==> src/logic/qla_pkg.sv <==
// register bus widths, address fields, space code, channel offsets and status bits
package qla_pkg;

    // ----------------------------------------
    // bus widths
    // ----------------------------------------
    localparam int ADDR_W  = 16;        // register address
    localparam int DATA_W  = 32;        // register data
    localparam int CMD_W   = 16;        // dac command / current feedback
    localparam int SPACE_W = 4;         // addr[15:12]
    localparam int ZERO_W  = 4;         // addr[11:8], always zero
    localparam int CHAN_W  = 4;         // addr[7:4]
    localparam int OFF_W   = 4;         // addr[3:0]
    localparam int BID_W   = 4;         // rotary switch board id

    typedef struct packed {
        logic [SPACE_W-1:0] space;      // address space
        logic [ZERO_W-1:0]  zero;
        logic [CHAN_W-1:0]  chan;       // 0 = board, 1..N = axis
        logic [OFF_W-1:0]   offset;     // register within channel
    } addr_t;

    typedef logic [DATA_W-1:0] data_t;
    typedef logic [CMD_W-1:0]  cmd_t;   // offset binary, mid-scale = zero current

    localparam logic [SPACE_W-1:0] ADDR_MAIN    = 4'h0;
    localparam logic [OFF_W-1:0]   REG_STATUS   = 4'h0;   // channel 0
    localparam logic [OFF_W-1:0]   OFF_ADC_DATA = 4'h0;   // per axis, feedback
    localparam logic [OFF_W-1:0]   OFF_DAC_CTRL = 4'h1;   // per axis, command
    localparam cmd_t               CMD_MID      = 16'h8000;

    // status register bit positions
    localparam int ST_AMP_LSB  = 0;     // amp enable value
    localparam int ST_DIS_LSB  = 8;     // amp mask on write, safety disable on read
    localparam int ST_PWR      = 16;    // power enable value
    localparam int ST_PWR_MASK = 17;    // power mask on write
    localparam int ST_BID_LSB  = 24;    // board id on read

endpackage

==> src/logic/axis_regs.sv <==
// per-axis dac command registers and command / feedback readback
`timescale 1ns/1ns

module axis_regs #(
    parameter int NUM_AXES = 4
) (
    input  logic           sysclk,
    input  logic           rst_n,
    input  logic           reg_wen,
    input  qla_pkg::addr_t reg_waddr,
    input  qla_pkg::data_t reg_wdata,
    input  qla_pkg::addr_t reg_raddr,
    input  qla_pkg::cmd_t  cur_fb  [1:NUM_AXES],   // current feedback per axis
    output qla_pkg::cmd_t  cur_cmd [1:NUM_AXES],   // parallel dac words
    output qla_pkg::data_t axis_rdata
);
    import qla_pkg::*;

    logic dac_wsel;     // write aimed at some axis dac register

    assign dac_wsel = reg_wen && (reg_waddr.space == ADDR_MAIN)
                      && (reg_waddr.offset == OFF_DAC_CTRL);

    // ----------------------------------------
    // dac commands, idle at zero current
    // ----------------------------------------
    always_ff @(posedge sysclk or negedge rst_n) begin
        if (!rst_n) begin
            for (int i = 1; i <= NUM_AXES; i++)
                cur_cmd[i] <= CMD_MID;
        end else if (dac_wsel) begin
            for (int i = 1; i <= NUM_AXES; i++) begin
                if (reg_waddr.chan == CHAN_W'(i))
                    cur_cmd[i] <= reg_wdata[CMD_W-1:0];   // low half only
            end
        end
    end

    // readback, zero extended
    always_comb begin
        axis_rdata = '0;
        for (int i = 1; i <= NUM_AXES; i++) begin
            if (reg_raddr.chan == CHAN_W'(i)) begin
                if (reg_raddr.offset == OFF_DAC_CTRL)
                    axis_rdata = {{(DATA_W - CMD_W){1'b0}}, cur_cmd[i]};
                else if (reg_raddr.offset == OFF_ADC_DATA)
                    axis_rdata = {{(DATA_W - CMD_W){1'b0}}, cur_fb[i]};
            end
        end
    end

endmodule

==> src/logic/board_regs.sv <==
// channel 0 status register, power and amplifier enables with command pulses
`timescale 1ns/1ns

module board_regs #(
    parameter int NUM_AXES = 4
) (
    input  logic                      sysclk,
    input  logic                      rst_n,
    input  logic                      reg_wen,
    input  qla_pkg::addr_t            reg_waddr,
    input  qla_pkg::data_t            reg_wdata,
    input  logic [qla_pkg::BID_W-1:0] board_id,
    input  logic [NUM_AXES:1]         safety_disable,
    output qla_pkg::data_t            board_rdata,
    output logic                      pwr_enable,
    output logic [NUM_AXES:1]         amp_enable,
    output logic                      pwr_enable_cmd,   // one cycle after enabling write
    output logic [NUM_AXES:1]         amp_enable_cmd
);
    import qla_pkg::*;

    logic              status_wen;
    logic              pwr_next;
    logic [NUM_AXES:1] amp_q;           // requested enables, gated by power
    logic [NUM_AXES:1] amp_next;
    logic [NUM_AXES:1] amp_cmd_next;

    assign status_wen = reg_wen && (reg_waddr.space == ADDR_MAIN) && (reg_waddr.zero == '0)
                        && (reg_waddr.chan == '0) && (reg_waddr.offset == REG_STATUS);

    assign pwr_next = (status_wen && reg_wdata[ST_PWR_MASK]) ? reg_wdata[ST_PWR] : pwr_enable;

    // ----------------------------------------
    // amp enable update
    // ----------------------------------------
    always_comb begin
        for (int i = 1; i <= NUM_AXES; i++) begin
            if (status_wen && reg_wdata[ST_DIS_LSB + i - 1]) begin   // masked write
                amp_next[i]     = reg_wdata[ST_AMP_LSB + i - 1];
                amp_cmd_next[i] = reg_wdata[ST_AMP_LSB + i - 1];
            end else begin
                // tripped axis drops, except while its clear pulse is out
                amp_next[i]     = amp_q[i] & ~(safety_disable[i] & ~amp_enable_cmd[i]
                                               & ~pwr_enable_cmd);
                amp_cmd_next[i] = 1'b0;
            end
        end
    end

    always_ff @(posedge sysclk or negedge rst_n) begin
        if (!rst_n) begin
            pwr_enable     <= 1'b0;
            amp_q          <= '0;
            pwr_enable_cmd <= 1'b0;
            amp_enable_cmd <= '0;
        end else begin
            pwr_enable     <= pwr_next;
            amp_q          <= amp_next & {NUM_AXES{pwr_next}};   // no power, no amps
            pwr_enable_cmd <= status_wen & reg_wdata[ST_PWR_MASK] & reg_wdata[ST_PWR];
            amp_enable_cmd <= amp_cmd_next;
        end
    end

    assign amp_enable = amp_q & ~safety_disable;   // disable takes effect at once

    // status readback
    always_comb begin
        board_rdata                           = '0;
        board_rdata[ST_AMP_LSB +: NUM_AXES]   = amp_enable;
        board_rdata[ST_DIS_LSB +: NUM_AXES]   = safety_disable;
        board_rdata[ST_PWR]                   = pwr_enable;
        board_rdata[ST_BID_LSB +: BID_W]      = board_id;
    end

endmodule

==> src/logic/bus_arbiter.sv <==
// write bus master select, real-time source select, read address select and read decode
`timescale 1ns/1ns

module bus_arbiter #(
    parameter int NUM_AXES = 4
) (
    // firewire
    input  logic           fw_reg_wen,
    input  qla_pkg::addr_t fw_reg_waddr,
    input  qla_pkg::data_t fw_reg_wdata,
    input  qla_pkg::addr_t fw_reg_raddr,
    input  logic           fw_rt_wen,
    input  logic [2:0]     fw_rt_waddr,
    input  qla_pkg::data_t fw_rt_wdata,
    // ethernet
    input  logic           eth_write_en,     // eth owns write bus
    input  logic           eth_reg_wen,
    input  qla_pkg::addr_t eth_reg_waddr,
    input  qla_pkg::data_t eth_reg_wdata,
    input  logic           eth_read_en,      // eth owns read address
    input  qla_pkg::addr_t eth_reg_raddr,
    input  logic           eth_rt_wen,
    input  logic [2:0]     eth_rt_waddr,
    input  qla_pkg::data_t eth_rt_wdata,
    // real-time block writer
    input  logic           bw_write_en,
    input  logic           bw_reg_wen,
    input  qla_pkg::addr_t bw_reg_waddr,
    input  qla_pkg::data_t bw_reg_wdata,
    // read data sources
    input  qla_pkg::data_t board_rdata,
    input  qla_pkg::data_t axis_rdata,
    // shared bus
    output logic           reg_wen,
    output qla_pkg::addr_t reg_waddr,
    output qla_pkg::data_t reg_wdata,
    output qla_pkg::addr_t reg_raddr,
    output qla_pkg::data_t reg_rdata,
    output logic           rt_wen,
    output logic [2:0]     rt_waddr,
    output qla_pkg::data_t rt_wdata
);
    import qla_pkg::*;

    // ----------------------------------------
    // write bus, block writer > eth > fw
    // ----------------------------------------
    always_comb begin
        if (bw_write_en) begin
            reg_wen   = bw_reg_wen;
            reg_waddr = bw_reg_waddr;
            reg_wdata = bw_reg_wdata;
        end else if (eth_write_en) begin
            reg_wen   = eth_reg_wen;
            reg_waddr = eth_reg_waddr;
            reg_wdata = eth_reg_wdata;
        end else begin              // firewire by default
            reg_wen   = fw_reg_wen;
            reg_waddr = fw_reg_waddr;
            reg_wdata = fw_reg_wdata;
        end
    end

    // real-time source, eth wins while strobing
    assign rt_wen   = eth_rt_wen ? 1'b1 : fw_rt_wen;
    assign rt_waddr = eth_rt_wen ? eth_rt_waddr : fw_rt_waddr;
    assign rt_wdata = eth_rt_wen ? eth_rt_wdata : fw_rt_wdata;

    // ----------------------------------------
    // read path
    // ----------------------------------------
    assign reg_raddr = eth_read_en ? eth_reg_raddr : fw_reg_raddr;

    always_comb begin
        if (reg_raddr.space != ADDR_MAIN)
            reg_rdata = '0;                          // other spaces not populated
        else if (reg_raddr.chan == '0)
            reg_rdata = board_rdata;                 // channel 0, board regs
        else if (reg_raddr.chan <= CHAN_W'(NUM_AXES))
            reg_rdata = axis_rdata;
        else
            reg_rdata = '0;                          // no such axis
    end

endmodule

==> src/logic/qla_reg_hub.sv <==
// register bus top: arbiter, real-time block writer, axis and board regs, safety checks
`timescale 1ns/1ns

module qla_reg_hub #(
    parameter int            NUM_AXES      = 4,
    parameter int            SAFETY_COUNT  = 8,
    parameter qla_pkg::cmd_t SAFETY_MARGIN = 16'd256
) (
    input  logic                      sysclk,
    input  logic                      rst_n,
    // firewire host
    input  logic                      fw_reg_wen,
    input  qla_pkg::addr_t            fw_reg_waddr,
    input  qla_pkg::data_t            fw_reg_wdata,
    input  qla_pkg::addr_t            fw_reg_raddr,
    input  logic                      fw_rt_wen,
    input  logic [2:0]                fw_rt_waddr,
    input  qla_pkg::data_t            fw_rt_wdata,
    // ethernet host
    input  logic                      eth_write_en,
    input  logic                      eth_reg_wen,
    input  qla_pkg::addr_t            eth_reg_waddr,
    input  qla_pkg::data_t            eth_reg_wdata,
    input  logic                      eth_read_en,
    input  qla_pkg::addr_t            eth_reg_raddr,
    input  logic                      eth_rt_wen,
    input  logic [2:0]                eth_rt_waddr,
    input  qla_pkg::data_t            eth_rt_wdata,
    // board
    input  logic [qla_pkg::BID_W-1:0] board_id,
    input  qla_pkg::cmd_t             cur_fb [1:NUM_AXES],
    output qla_pkg::data_t            reg_rdata,
    output qla_pkg::cmd_t             cur_cmd [1:NUM_AXES],
    output logic                      pwr_enable,
    output logic [NUM_AXES:1]         amp_enable
);
    import qla_pkg::*;

    // shared write / read bus
    logic              reg_wen;
    addr_t             reg_waddr;
    data_t             reg_wdata;
    addr_t             reg_raddr;
    // real-time path
    logic              rt_wen;
    logic [2:0]        rt_waddr;
    data_t             rt_wdata;
    logic              bw_write_en;
    logic              bw_reg_wen;
    addr_t             bw_reg_waddr;
    data_t             bw_reg_wdata;
    // read sources and safety
    data_t             board_rdata;
    data_t             axis_rdata;
    logic [NUM_AXES:1] safety_disable;
    logic              pwr_enable_cmd;
    logic [NUM_AXES:1] amp_enable_cmd;
    wire  [NUM_AXES:1] safety_clear;    // re-enable clears the latched trip

    // ----------------------------------------
    // bus modules
    // ----------------------------------------
    bus_arbiter #(.NUM_AXES(NUM_AXES)) arbiter (.*);

    rt_block_writer #(.NUM_AXES(NUM_AXES)) rt_write (.*);

    axis_regs #(.NUM_AXES(NUM_AXES)) axes (.*);

    board_regs #(.NUM_AXES(NUM_AXES)) chan0 (.*);

    // ----------------------------------------
    // one safety check per axis
    // ----------------------------------------
    for (genvar i = 1; i <= NUM_AXES; i++) begin : g_safe
        assign safety_clear[i] = pwr_enable_cmd | amp_enable_cmd[i];

        safety_check #(
            .SAFETY_COUNT  (SAFETY_COUNT),
            .SAFETY_MARGIN (SAFETY_MARGIN)
        ) safe (
            .sysclk        (sysclk),
            .rst_n         (rst_n),
            .cur_in        (cur_fb[i]),
            .dac_in        (cur_cmd[i]),
            .clear_disable (safety_clear[i]),
            .amp_disable   (safety_disable[i])
        );
    end

endmodule

==> src/logic/rt_block_writer.sv <==
// real-time axis command buffer and replay onto the register write bus
`timescale 1ns/1ns

module rt_block_writer #(
    parameter int NUM_AXES = 4
) (
    input  logic           sysclk,
    input  logic           rst_n,
    input  logic           rt_wen,
    input  logic [2:0]     rt_waddr,        // 0..N-1 axis word, N control word
    input  qla_pkg::data_t rt_wdata,
    output logic           bw_write_en,     // owns write bus during replay
    output logic           bw_reg_wen,
    output qla_pkg::addr_t bw_reg_waddr,
    output qla_pkg::data_t bw_reg_wdata
);
    import qla_pkg::*;

    localparam int CNT_W = $clog2(NUM_AXES + 1);

    cmd_t             cmd_buf [NUM_AXES];   // one command per axis
    data_t            ctrl_word;            // goes to status reg last
    logic             busy;                 // replay in progress
    logic [CNT_W-1:0] step;                 // replay slot, N = status write
    logic             buf_wen;
    logic             start;

    assign buf_wen = rt_wen & ~busy;        // dropped while replaying
    assign start   = buf_wen && (rt_waddr == 3'(NUM_AXES));

    // ----------------------------------------
    // command buffer
    // ----------------------------------------
    always_ff @(posedge sysclk) begin
        if (buf_wen) begin
            for (int i = 0; i < NUM_AXES; i++) begin
                if (rt_waddr == 3'(i))
                    cmd_buf[i] <= rt_wdata[CMD_W-1:0];
            end
            if (start)
                ctrl_word <= rt_wdata;
        end
    end

    // replay sequencer, N axis writes then one status write
    always_ff @(posedge sysclk or negedge rst_n) begin
        if (!rst_n) begin
            busy <= 1'b0;
            step <= '0;
        end else if (start) begin
            busy <= 1'b1;
            step <= '0;
        end else if (busy) begin
            if (step == CNT_W'(NUM_AXES))
                busy <= 1'b0;               // status word just went out
            step <= step + CNT_W'(1);
        end
    end

    // ----------------------------------------
    // replay address and data
    // ----------------------------------------
    always_comb begin
        bw_reg_waddr.space  = ADDR_MAIN;
        bw_reg_waddr.zero   = '0;
        bw_reg_waddr.chan   = '0;           // status reg unless an axis slot
        bw_reg_waddr.offset = REG_STATUS;
        bw_reg_wdata        = ctrl_word;
        for (int i = 0; i < NUM_AXES; i++) begin
            if (step == CNT_W'(i)) begin
                bw_reg_waddr.chan   = CHAN_W'(i + 1);
                bw_reg_waddr.offset = OFF_DAC_CTRL;
                bw_reg_wdata        = {{(DATA_W - CMD_W){1'b0}}, cmd_buf[i]};
            end
        end
    end

    assign bw_write_en = busy;
    assign bw_reg_wen  = busy;              // one write per replay cycle

endmodule

==> src/logic/safety_check.sv <==
// per-axis overcurrent detector with latched amplifier disable
`timescale 1ns/1ns

module safety_check #(
    parameter int            SAFETY_COUNT  = 8,        // consecutive samples to trip
    parameter qla_pkg::cmd_t SAFETY_MARGIN = 16'd256
) (
    input  logic          sysclk,
    input  logic          rst_n,
    input  qla_pkg::cmd_t cur_in,          // measured current
    input  qla_pkg::cmd_t dac_in,          // commanded current
    input  logic          clear_disable,
    output logic          amp_disable      // latched until cleared
);
    import qla_pkg::*;

    localparam int CNT_W = $clog2(SAFETY_COUNT + 1);
    localparam int LIM_W = CMD_W + 2;      // 2x magnitude plus margin

    cmd_t             cur_mag;
    cmd_t             dac_mag;
    logic [LIM_W-1:0] limit;
    logic             over;
    logic [CNT_W-1:0] over_cnt;            // over-limit samples so far

    // magnitudes about mid-scale
    assign cur_mag = (cur_in >= CMD_MID) ? cur_in - CMD_MID : CMD_MID - cur_in;
    assign dac_mag = (dac_in >= CMD_MID) ? dac_in - CMD_MID : CMD_MID - dac_in;
    assign limit   = {1'b0, dac_mag, 1'b0} + LIM_W'(SAFETY_MARGIN);
    assign over    = LIM_W'(cur_mag) > limit;

    always_ff @(posedge sysclk or negedge rst_n) begin
        if (!rst_n) begin
            over_cnt    <= '0;
            amp_disable <= 1'b0;
        end else if (clear_disable) begin                 // clear beats trip
            over_cnt    <= '0;
            amp_disable <= 1'b0;
        end else if (!over) begin
            over_cnt <= '0;
        end else if (over_cnt == CNT_W'(SAFETY_COUNT - 1)) begin
            amp_disable <= 1'b1;                          // count held, stays tripped
        end else begin
            over_cnt <= over_cnt + CNT_W'(1);
        end
    end

endmodule

==> config.mk <==
export PLATFORM = sky130hd
export DESIGN_NAME = qla_reg_hub
export DESIGN_NICKNAME = d
export VERILOG_FILES = /design/src/logic/qla_pkg.sv /design/src/logic/axis_regs.sv /design/src/logic/board_regs.sv /design/src/logic/bus_arbiter.sv /design/src/logic/qla_reg_hub.sv /design/src/logic/rt_block_writer.sv /design/src/logic/safety_check.sv
export SDC_FILE = /design/constraint.sdc
export NUM_CORES = 1
export LEC_CHECK = 0
export ABC_AREA = 1
export BUFFER_PORTS_ARGS = -buffer_cell sky130_fd_sc_hd__buf_2
export CAP_MARGIN = 20
export CORE_ASPECT_RATIO = 0.8
export CORE_MARGIN = 10
export CORE_UTILIZATION = 57
export DETAILED_ROUTE_END_ITERATION = 6
export MAX_ROUTING_LAYER = met4
export PLACE_DENSITY_LB_ADDON = 0.12
export SLEW_MARGIN = 20
export SYNTH_ARGS = -nofsm -noshare
export SYNTH_HDL_FRONTEND = slang
export SYNTH_HIERARCHICAL = 1
export SYNTH_SLANG_ARGS = --single-unit
==> constraint.sdc <==
create_clock -name sysclk -period 3.6 [get_ports sysclk]
set_input_delay 0.36 -clock sysclk [delete_from_list [all_inputs] [get_ports sysclk]]
set_output_delay 0.36 -clock sysclk [all_outputs]
set_load 0.005 [all_outputs]
; ---- Yosys cells after proc, flatten, opt, wreduce, memory -nomap -nowiden
; Memories as Yosys holds them, arrays and structs flattened.
; Cells that the tools add are included.
[totals]
ff_bits = 116
mem_bits_rw = 64
input_bits = 274
out_inout_bits = 101
word_cells = 257
n_memories = 1
[op_classes]
addsub = 25
n_lt_le_gt_ge = 13
eq_ne = 26
muxes = 100
n_bitwise = 32
n_reduce_logical = 41
[mem_list]
columns = name, words, word_bits, read_ports, rd_clocked_by_memory_dff, wr, line_no
row1 = rt_write.cmd_buf, 4, 16, 4, 0, 1, rt_block_writer.sv:21  ; cmd_t cmd_buf [NUM_AXES];
[op_table]
columns = operator, n
row1 = $mux W32, 14
row2 = $mux W16, 15
row3 = $ge A16 B16 Y1 const B, 8
row4 = $sub A16 B16 Y16 const A, 8
row5 = $sub A16 B16 Y16 const B, 8
row6 = $mux W18, 7
row7 = $add A17 B9 Y18 const B, 4
row8 = $gt A16 B18 Y1, 4
row9 = $mux W4, 12
row10 = $reduce_or A16 Y1, 3
row11 = $mux W1, 42
row12 = $eq A4 B3 Y1 const B, 6
row13 = $logic_not A4 Y1, 6
row14 = $reduce_and A2 Y1, 9
row15 = $reduce_bool A2 Y1, 9
row16 = $add A4 B1 Y4 const B, 4
row17 = $eq A4 B1 Y1 const B, 4
row18 = $eq A4 B2 Y1 const B, 4
row19 = $and A1 B1 Y1, 15
row20 = $eq A3 B2 Y1 const B, 4
row21 = $mux W6, 2
row22 = $ne A3 B2 Y1 const B, 4
row23 = $logic_and A1 B1 Y1, 11
row24 = $not A1 Y1, 10
row25 = 13 further kinds, 24

; ---- Logic depth before layout (Yosys ltp)
; Gate-level depths: netlist of the first run.
[depth]
word_depth = 17
ltp_mapped = 20
mapped_depth_nobuf = 20

; ---- By module
; The synthesis of the first run kept the hierarchy.
[by_module_without_submodules]
columns = mod, instances, cells_each, area_per_inst_um2, seq_area_each_um2
row1 = safety_check (g_safe[1].safe ...), 3, 249, 1541.5, 125.1
row2 = rt_block_writer, 1, 399, 4410.5, 2982.9
row3 = axis_regs, 1, 632, 4356.7, 1606.5
row4 = bus_arbiter, 1, 586, 2652.5, 0.0
row5 = safety_check (g_safe[3].safe), 1, 242, 1516.5, 125.1
row6 = board_regs, 1, 126, 934.6, 250.2
row7 = qla_reg_hub, 1, 9, 36.3, 0.0

; ---- Least setup slack after synthesis of the first run
; OpenSTA, ideal clock, no wires.
[synth_path]
path_type = register -> register
startpoint = reg axes/cur_cmd[17] in the netlist's numbering
endpoint = reg g_safe[3].safe.over_cnt[2]
setup_ns = 0.080
arrival_time_ns = 2.826
required_ns = 3.520
path_slack_ns = 0.694
stages_incl_launch_ff = 20
n_path_buf = 0
period_less_slack_ns = 2.906
cell_sequence = dfrtp_1 > inv_1 > ha_1 > nand2_1 > o21ai_1 > nand2_1 > xor2_1 > ha_1 > inv_1 > nor2_4 > nand3_1 > xor2_1 > ha_1 > nand2_1 > inv_1 > nand3_1 > nor3_1 > a21oi_1 > nand2_1 > nor3_2
[synth_between]
elab_chain_len = 6
word_cells_on_any_way = 9
cone_classes = 3 x add/sub / 2 x order compare / 1 x eq/ne / 3 x mux
[synth_lines]
columns = item, line_no
row1 = "start, declared", axis_regs.sv:14  ; output qla_pkg::cmd_t cur_cmd [1:NUM_AXES],
row2 = "start signal, assigned by index", axis_regs.sv:34  ; cur_cmd[i] <= reg_wdata[CMD_W-1:0];
row3 = $sub A16 B16 Y16 / $ge A16 B16 Y1 (equally long branches), safety_check.sv:28  ; assign dac_mag = (dac_in >= CMD_MID) ? dac_in - CMD_MID : CMD_MID - dac_in;
row4 = $mux W16 *, safety_check.sv:28
row5 = $add A17 B9 Y18 *, safety_check.sv:29  ; assign limit = {1'b0, dac_mag, 1'b0} + LIM_W'(SAFETY_MARGIN);
row6 = $gt A16 B18 Y1 *, safety_check.sv:30  ; assign over = LIM_W'(cur_mag) > limit;
row7 = $mux W4, safety_check.sv:39  ; end else if (!over) begin
row8 = $mux W4, safety_check.sv:36  ; end else if (clear_disable) begin
row9 = "end signal, assigned", safety_check.sv:44  ; over_cnt <= over_cnt + CNT_W'(1);
row10 = "end, declared", safety_check.sv:24  ; logic [CNT_W-1:0] over_cnt;
; Every way passes the cells marked *; elsewhere a longest branch is shown, timed or not.
; A chain may end at the register's enable or synchronous reset.

; ---- Worst setup path in the final report of the first run
[layout_path]
startpoint = reg axes/cur_cmd[33] in the netlist's numbering
endpoint = reg g_safe[2].safe.over_cnt[2]
[layout_between]
elab_chain_len = 6
word_cells_on_any_way = 9
cone_classes = 3 x add/sub / 2 x order compare / 1 x eq/ne / 3 x mux
[layout_lines]
columns = item, line_no
row1 = $sub A16 B16 Y16 / $ge A16 B16 Y1 (equally long branches), safety_check.sv:28
row2 = $mux W16 *, safety_check.sv:28
row3 = $add A17 B9 Y18 *, safety_check.sv:29
row4 = $gt A16 B18 Y1 *, safety_check.sv:30
row5 = $mux W4, safety_check.sv:39
row6 = $mux W4, safety_check.sv:36
row7 = "end signal, assigned", safety_check.sv:44
row8 = "end, declared", safety_check.sv:24
; Marks and branches as above.

==> metrics.md, run 1 <==
| Metric | Value |
|---|---|
| Share of cells above drive strength 1 | 0.205 |
| CP endpoint kind | flop |
| Path depth of the worst reg2reg path | 19 |
| Maximum VDD drop | 0.329 mV |
| Area growth syn-to-layout | 13.2% |
| Drt first pass iters | 6 |
| Dpl hpwl | 46.5 mm |
| Status | completed |
| Mean area per synthesized cell | 6.79 sq um |
| Hold Path End | rt_write/ctrl_word[17] |
| Io pins | 375 |
| Met3 wire length | 5.31 mm |
| Final total power | 9.06 mW |
| Hold Path Class | input pin to flop |
| Starting DRT DRC Count | 2,021 |
| Least-Margin Pin Slew | 1170 ps |
| Worst EP arrival | 3680 ps |
| Clk_lat worst skew | 440 ps |
| R2R Path Start | axes/cur_cmd[33] |
| DR vias | 18,463 |
| WL final | 60.5 mm |
| Initial Util | 0.578 |
| Final period utilization | 0.922 |
| Setup_tns | 0 ps |
| Total of max-cap violations | 0 |
| Final instance area | 0.0198 sq mm |
| Launch point of the worst path | axes/cur_cmd[33] |
| DRC violations left | 0 |
| Worst EP required | 3960 ps |
| Sink Count | 180 |
| Die height | 177 microns |
| Power Density | 457 mW/mm^2 |
| Hold Path Stages | 3 |
| GRT Util Overall | 0.311 |
| Core area | 0.0303 sq mm |
| CP max FO | 7 |
| Yosys warns | 6 |
| # rows | 57 |
| Port Buffers | 310 |
| Grt ovf | 0 |
| Relative max-transition margin | 0.220 |
| Die area | 0.0382 sq mm |
| Syn Std Cell Area | 0.0175 sq mm |
| Pleak | 10.2 nW |
| Cells after synthesis | 2,578 |
| CP Class | flop to flop |
| Routed Antenna Nets | 0 |
| Wl on met1 | 26.4 mm |
| Antenna violations before repair | 0 |
| Metal2 WL | 26.8 mm |
| First-pass GRT wire length | 92.8 mm |
| CTS buffer count | 17 |
| Pre-CTS setup slack | 343 ps |
| Clock root cell | clkbuf_16 |
| Die X | 216 microns |
| R2r setup slk | 280 ps |
| Vias in the first global route | 16,974 |
| Via/cell ratio | 5.65 |
| Wirelength per Cell | 18.5 microns |
| Final Hold Viols | 0 |
| Top sig layer | met4 |
| Fin util | 0.654 |
| Worst-path clk slew | 80 ps |
| Antenna cells | 0 |
| Bufs on Longest Clock Path | 2 |
| Final Max Slew Viols | 0 |
| RSZ-0062 raised after global routing | false |
| Setup bufs post-CTS | 0 |
| CTS tree | done |
| FF-to-FF End | g_safe[2].safe/over_cnt[2] |
| Setup violators final | 0 |
| Worst setup SP type | flop |
| CTS H-tree lvls | 4 |
| Pin count of the biggest net entering global routing | 95 |
| Fin crit period | 3320 ps |
| Final Skew | 13.0 ps |
| Final nets | 3,195 |
| Final setup margin | 281 ps |
| GP Congestion | 0.997 |
| Fmax | 301 MHz |
| Hold path start | fw_rt_wdata[17] |
| Placed standard-cell area | 0.0192 sq mm |
## through the flow
step,instances,hold WS (ps)
after floorplan,2622,64.4
after global placement,3232,369
after detailed placement,3232,369
after CTS,3265,184
after global routing,3266,208
final,3266,192
## cell usage in the layout, fill, tap and decap left out, types with 11 or more instances in the layout
cell type	count
inv_2	21
nor2_2	20
nor3_1	22
nor2_1	216
nand2_4	13
inv_1	246
nand2_2	20
dfrtp_1	94
nand4_1	119
buf_2	309
buf_4	68
a21oi_2	33
nor3_2	14
clkbuf_16	17
conb_1	47
ha_1	81
o21ai_0	35
o21ai_1	11
xor2_1	76
nand3_1	311
edfxtp_1	82
xnor2_1	31
nand2_1	734
nor2_4	18
a21oi_1	125
## cell type report
class                   count  area, sq um
repair buffers            382         2150
inverters                 269         1010
clock buffers              17          425
fillers                  2851        10500
well taps                 413          517
flip-flops and latches    180         4920
clock inverters            15          150
multi-input cells        1990        10600
## metal layers
layer | GRT usage | vias up
met4 | 0.101 | 0
met2 | 0.473 | 913
met1 | 0.422 | 8571
met5 | - | -
li1 | - | 8870
met3 | 0.0442 | 109
## power breakdown
group,leakage (nW),switching [mW],internal [mW]
logic,7.81,3.33,1.52
clock network,0.283,0.892,0.930
registers,2.08,0.0980,2.28
total,10.2,4.32,4.74
## flip-flops by register name, indices dropped and copies added, names as in the netlist
| signal | flops |
|---|---|
| chan0/pwr_enable_cmd | 1 |
| chan0/amp_enable_cmd | 4 |
| axes/cur_cmd | 64 |
| rt_write/step | 3 |
| rt_write/ctrl_word | 18 |
| chan0/amp_q | 4 |
| rt_write/bw_reg_wen | 1 |
| g_safe.safe/over_cnt | 16 |
| chan0/pwr_enable | 1 |
| g_safe.safe/amp_disable | 4 |
| rt_write/cmd_buf | 64 |
## worst max-delay path: stages (launching register included)
cell and delay [ps]:
dfrtp_1 450, inv_1 90, ha_1 190, nand2_1 150, nor2_2 80, a21oi_1 160
xor2_1 250, ha_1 330, nand2_4 90, nor2_4 120, xnor2_1 80, ha_1 300
nand4_1 110, inv_1 70, nand2_1 50, nand2_1 50, nand2_1 60, a21oi_2 380
nand2_1 130, nor3_2 110
## what timing repair did
action	in CTS	in global routing
endpoints found under the setup margin	0	0
gates resized for setup	0	0
hold endpoints to repair	34	0
hold buffers	1	0
## worst max path at each step
stage / endpoint / slack, ps
2_1_floorplan: g_safe[3].safe/over_cnt[2] / 690
3_3_place_gp: g_safe[1].safe/amp_disable / 440
3_5_place_dp: g_safe[1].safe/amp_disable / 340
4_1_cts: g_safe[1].safe/amp_disable / 320
5_1_grt: g_safe[2].safe/amp_disable / 6
6_report: g_safe[2].safe/over_cnt[2] / 280
No activity file was read; power rests on OpenSTA's default activity.
==> run 2: changes to the inputs <==
- ABC_AREA: 1 -> not set
- CTS_BUF_LIST: not set -> sky130_fd_sc_hd__clkbuf_2
==> run 2 against run 1 <==
Net effect: non-clock buffer count rose by 72; sequential share of layout area rose by 1.8 points; highest routed layer unchanged; core utilization rose by 4.3 points; hold slack improved by 18 ps; global-route usage fell by 1.7 points; first-iteration DRC count fell by 37%; synthesized area fell by 11%; largest power group unchanged; largest cell class unchanged; synthesized cell count fell by 37%; critical endpoint is now g_safe[2].safe/over_cnt[3]; clock-buffer cell count rose by 1; combinational power rose by 26%; sequential power rose by 5%.
==> metrics.md, run 2 <==
| Metric | Value |
|---|---|
| GRT Util Overall | 0.295 (-0.0165) |
| Relative max-transition margin | 0.220 (about the same) |
| Die X | 204 microns (-5.3%) |
| Io pins | 375 (unchanged) |
| Status | completed |
| Setup violators final | 0 (unchanged) |
| Maximum VDD drop | 0.339 mV (+3.2%) |
| CTS H-tree lvls | 4 (unchanged) |
| Die height | 168 microns (-5.2%) |
| GP Congestion | 0.979 (-1.8%) |
| DR vias | 14,314 (-22%) |
| Power Density | 530 mW/mm^2 (+16%) |
| Mean area per synthesized cell | 9.60 sq um (+41%) |
| Starting DRT DRC Count | 1,268 (-37%) |
| Port Buffers | 299 (-3.5%) |
| Slowest stage cell, crit path | dfrtp_1 |
| Pin count of the biggest net entering global routing | 80 (-16%) |
| Worst EP required | 4220 ps (+260 ps) |
| Final Max Slew Viols | 0 (unchanged) |
| Final Skew | 49.3 ps (+36.3 ps) |
| Kind of cell adding the most delay to the critical path | simple AND/OR/NAND/NOR gates |
| RSZ-0062 raised after global routing | true |
| CTS buffer count | 17 (unchanged) |
| Yosys warns | 6 (unchanged) |
| WL final | 52.0 mm (-14%) |
| Filler instances | 2,131 (-25%) |
| CP endpoint kind | flop |
| Drt first pass iters | 6 (unchanged) |
| Wirelength per Cell | 22.2 microns (+20%) |
| Syn Std Cell Area | 0.0155 sq mm (-11%) |
| First-pass GRT wire length | 77.8 mm (-16%) |
| DRC violations left | 0 (unchanged) |
| Cells after synthesis | 1,616 (-37%) |
| Dpl hpwl | 39.4 mm (-15%) |
| Vias in the first global route | 13,730 (-19%) |
| Total of max-cap violations | 0 (unchanged) |
| Final setup margin | 70.6 ps (-211 ps) |
| Die area | 0.0342 sq mm (-10%) |
| Area growth syn-to-layout | 19.1% |
| CP max FO | 5 (-2) |
| Share of cells above drive strength 1 | 0.341 (+0.136) |
| Crit path buf inv count | 0 (-2) |
| Pre-CTS setup slack | 98.1 ps (-245 ps) |
| Final period utilization | 0.980 (+0.0585) |
| Core area | 0.0265 sq mm (-12%) |
| Via/cell ratio | 6.11 (+8.0%) |
| Fmax | 283 MHz (-6.0%) |
| Clock root cell | clkbuf_2 |
| Final hold slack | 211 ps (+18.3 ps) |
| Clk_lat worst skew | 760 ps (+320 ps) |
| Worst EP arrival | 4150 ps (+470 ps) |
| Initial Util | 0.585 (+0.00705) |
| # rows | 53 (-7.0%) |
| Most frequent cells in the layout | buf_2, buf_4, nor2_1 |
| Worst-path clk slew | 270 ps (+190 ps) |
| Pleak | 8.32 nW (-18%) |
| Antenna violations before repair | 2 (+2) |
| Hold Path Class | input pin to flop |
| Worst setup SP type | flop |
| Final nets | 2,327 (-27%) |
| CTS tree | done |
| Final Hold Viols | 0 (unchanged) |
| Bufs on Longest Clock Path | 2 (unchanged) |
| Grt ovf | 0 (unchanged) |
| Crit-path max cell delay | 460 ps (about the same) |
| Sink Count | 180 (unchanged) |
| Top Registers | axes/cur_cmd x64, rt_write/cmd_buf x64, rt_write/ctrl_word x18 |
| Fin crit period | 3530 ps (+211 ps) |
| Commonest non-fill, non-tap cell in the layout | buf_2 |
| CP Class | flop to flop |
| Least-Margin Pin Slew | 1160 ps (-12.5 ps) |
| Routed Antenna Nets | 0 (unchanged) |
| Ordered list of cells on the worst path | nor4_4 > a21oi_1 > xor2_1 > ha_2 > nand2b_1 > mux2i_1 > nor2b_4 > nand3b_1 > xnor2_2 > ha_1 > a21oi_2 > o21ai_1 > a221o_1 > o211ai_4 > nor2_1 |
run 2: worst min-delay path, cell delays in order:
cell	delay [ps]
buf_2	80
mux2i_1	50
o21ai_0	140
buf_4	170
mux2_2	170
run 2: power breakdown:
| part | leakage (nW) | internal, mW | switching, mW |
|---|---|---|---|
| combinational | 6.09 | 2.62 | 3.49 |
| clock | 0.174 | 0.473 | 0.721 |
| sequential | 2.06 | 2.31 | 0.192 |
| total | 8.32 | 5.40 | 4.40 |
run 2: worst paths after layout:
kind	start	end	slack (ps)	cells past startpoint
worst max-delay path	axes/cur_cmd[37]	g_safe[2].safe/over_cnt[3]	70	15
worst min-delay path	fw_reg_wdata[3]	axes/cur_cmd[3]	210	5
worst max register to register	axes/cur_cmd[37]	g_safe[2].safe/over_cnt[3]	70	15
worst min register to register	g_safe[2].safe/over_cnt[3]	g_safe[2].safe/over_cnt[2]	590	3
max in group asynchronous	rst_n	axes/cur_cmd[31]	2560	3
min in group asynchronous	rst_n	axes/cur_cmd[59]	240	2
run 2: layout make-up:
class,instances,area [sq um],share of cell area
Clock inverter,14,195,0.0106
Clock buffer,18,90.1,0.00488
Tap cell,357,447,0.0242
Multi-Input combinational cell,1257,9770,0.529
Antenna cell,2,5.00,0.000271
Inverter,62,233,0.0126
Sequential cell,180,4920,0.267
Timing Repair Buffer,454,2810,0.152
run 2: stage by stage:
stage	power (mW)	area [sq um]	setup TNS (ps)	std cells	utilization
6_report	9.80	18500	0	2344	0.696
5_1_grt	10.5	18500	-381	2344	0.696
4_1_cts	9.46	18200	0	2328	0.686
3_5_place_dp	8.23	17500	0	2259	0.661
3_3_place_gp	8.06	17500	0	2259	0.661
2_1_floorplan	6.43	15700	0	1660	-
run 2: repair_timing:
| action | in CTS | in global routing |
|---|---|---|
| gates resized for setup | 0 | 47 |
| hold endpoints to repair | 157 | 0 |
| hold buffers | 37 | 0 |
| endpoints found under the setup margin | 0 | 20 |
| buffers inserted | 0 | 14 |
run 2: layer usage:
metal  global-route usage  wire length (microns)
met1                0.381                  21900
met3               0.0635                   4510
met4               0.0826                   1300
met2                0.458                  24200
met5                    -                      0
==> run 3: changes to the inputs <==
- ABC_AREA: not set -> 1
- BUFFER_PORTS_ARGS: -buffer_cell sky130_fd_sc_hd__buf_2 -> not set
- CORE_UTILIZATION: 57 -> 59
- DONT_BUFFER_PORTS: not set -> 1
==> run 3 against run 2 <==
Net effect: clock-buffer cell count shrank 1; register-to-register slack gained 110 ps; global-route usage grew 2.3 points; largest cell class unchanged; first-iteration DRC count grew 64%; routed wire length grew 14%; cell area grew 0.27%; via count grew 22%; non-clock buffer count shrank 326; final cell count grew 27%.
==> metrics.md, run 3 (same netlist as run 1, synthesis figures left out) <==
| Metric | Value |
|---|---|
| Status | completed |
| Worst EP arrival | 4190 ps (+40 ps) |
| First-pass GRT wire length | 90.8 mm (+17%) |
| Switching part of the total | 0.510 (+0.0616) |
| Area growth syn-to-layout | 5.79% |
| Setup_tns | 0 ps (unchanged) |
| WL final | 59.4 mm (+14%) |
| Final Hold Viols | 0 (unchanged) |
| Path depth of the worst reg2reg path | 12 (-3) |
| Worst EP required | 4370 ps (+150 ps) |
| Starting DRT DRC Count | 2,084 (+64%) |
| Vias in the first global route | 16,071 (+17%) |
| Via/cell ratio | 5.84 (-4.3%) |
| GP Congestion | 0.998 (+1.9%) |
| Top Registers | axes/cur_cmd x64, rt_write/cmd_buf x64, rt_write/ctrl_word x18 |
| Slowest stage cell, crit path | dlygate4sd3_1 |
| Fmax | 293 MHz (+3.3%) |
| Hold Path Class | input pin to flop |
| Crit path depth | 12 (-3) |
| Wirelength per Cell | 19.9 microns (-10%) |
| Worst-path clk slew | 320 ps (+50 ps) |
| Dpl hpwl | 45.0 mm (+14%) |
| Final Skew | 77.9 ps (+28.5 ps) |
| Int Pwr | 4.01 mW (-26%) |
| Pre-CTS setup slack | 276 ps (+177 ps) |
| Maximum VDD drop | 0.451 mV (+33%) |
| Sink Count | 180 (unchanged) |
| DR vias | 17,395 (+22%) |
| Relative max-transition margin | 0.260 (+0.0401) |
| Clk_lat worst skew | 820 ps (+60 ps) |
| Port Buffers | 0 (-100%) |
| Drt first pass iters | 7 (+1) |
| Flop pwr share | 0.291 (+0.036) |
| CP max FO | 16 (+11) |
| Clock root cell | clkbuf_2 |
| Wl on met1 | 24.7 mm (+13%) |
| Met3 wire length | 6.48 mm (+44%) |
| Least-Margin Pin Slew | 1110 ps (-48.0 ps) |
| Setup violators final | 0 (unchanged) |
| DRC violations left | 0 (unchanged) |
| # rows | 56 (+5.7%) |
| Power Density | 443 mW/mm^2 (-17%) |
| CTS H-tree lvls | 4 (unchanged) |
| Grt ovf | 0 (unchanged) |
| Fin crit period | 3420 ps (-114 ps) |
| Bufs on Longest Clock Path | 2 (unchanged) |
| Io pins | 375 (unchanged) |
| Final period utilization | 0.949 (-0.0315) |
| Net Switching | 4.18 mW (-4.9%) |
| Commonest non-fill, non-tap cell in the layout | nand2_1 |
| Kind of cell adding the most delay to the critical path | buffers and inverters |
| GRT Util Overall | 0.318 (+0.0230) |
| Pin count of the biggest net entering global routing | 99 (+24%) |
| Worst setup SP type | flop |
| Top sig layer | met4 |
| Metal2 WL | 26.8 mm (+10%) |
| Initial Util | 0.598 (+0.0131) |
| Clock share of power | 0.135 (+0.013) |
| Antenna violations before repair | 3 (+1) |
| CP Class | flop to flop |
| Share of cells above drive strength 1 | 0.107 (-0.234) |
| Final setup margin | 184 ps (+114 ps) |
| Most frequent cells in the layout | nand2_1, nand3_1, inv_1 |
| Core area | 0.0293 sq mm (+10%) |
| Routed Antenna Nets | 0 (unchanged) |
| CTS buffer count | 17 (unchanged) |
| Final Max Slew Viols | 0 (unchanged) |
| Pleak | 8.92 nW (+7.2%) |
| Die height | 174 microns (+3.9%) |
| Die area | 0.0370 sq mm (+8.1%) |
| Total of max-cap violations | 0 (unchanged) |
| CTS tree | done |
| Final nets | 2,941 (+26%) |
| RSZ-0062 raised after global routing | false |
| Crit path buf inv count | 3 (+3) |
| Crit-path max cell delay | 710 ps (+250 ps) |
| Hold Path Stages | 4 (-1) |
| Die X | 213 microns (+4.0%) |
| CP endpoint kind | flop |
| Ordered list of cells on the worst path | ha_1 > ha_1 > clkinv_1 > buf_4 > nand2_1 > nor2_1 > a21oi_1 > nor2_1 > a21oi_1 > dlygate4sd3_1 > nand4_1 > nand2_1 |
| Combinational share of power | 0.574 (-0.049) |
==> run 3: timing repair <==
action,CTS,global route
gates resized for setup,0,3
buffers inserted,0,0
hold endpoints to repair,201,3
setup endpoints to repair,0,9
hold buffers,53,3
==> run 3: metrics by stage <==
step           cells  area (sq um)  power, mW  utilization  hold WS (ps)
2_1_floorplan   2622         17700       5.66            -          64.4
3_3_place_gp    2887         17700       6.76        0.603          77.4
3_5_place_dp    2887         17700       6.87        0.603          77.6
4_1_cts         2972         18500       8.06        0.630          1.29
5_1_grt         2978         18500       8.76        0.632          8.33
6_report        2978         18500       8.20        0.632          35.4
==> run 3: layout make-up <==
cell class,count,area [sq um]
well taps,377,472
flip-flops and latches,180,4920
inverters,269,1010
multi-input cells,1990,10700
fillers,2702,10800
repair buffers,128,1190
clock inverters,15,174
diodes,2,5.00
clock buffers,17,85.1
==> run 3: path summary, 6_finish.rpt <==
check / from / endpoint / slack, ps
min reg2reg: chan0/amp_enable_cmd[1] / g_safe[1].safe/over_cnt[2] / 570
max in group asynchronous: rst_n / g_safe[4].safe/over_cnt[2] / 2990
max reg2reg: rt_write/step[1] / axes/cur_cmd[0] / 180
min in group asynchronous: rst_n / axes/cur_cmd[37] / 220
min: fw_reg_wdata[2] / axes/cur_cmd[18] / 40
max: rt_write/step[1] / axes/cur_cmd[0] / 180
==> run 3: power groups by stage <==
stage | registers [mW] | clock network, mW | logic, mW
floorplan | 2.40 | 0 | 3.26
global placement | 2.42 | 0 | 4.35
detailed placement | 2.42 | 0 | 4.45
CTS | 2.38 | 1.10 | 4.58
global route | 2.40 | 1.20 | 5.16
finish | 2.39 | 1.10 | 4.71
==> run 3: layer usage <==
layer | vias to the layer above | global-route usage
met5 | - | -
met4 | 0 | 0.0811
met3 | 88 | 0.0766
met2 | 882 | 0.488
met1 | 8074 | 0.413
li1 | 8351 | -
==> run 3: tightest hold or removal path: stages <==
cell and delay [ps]:
nand2_1 50, a21oi_1 230, nand4_1 140, nand2_1 50
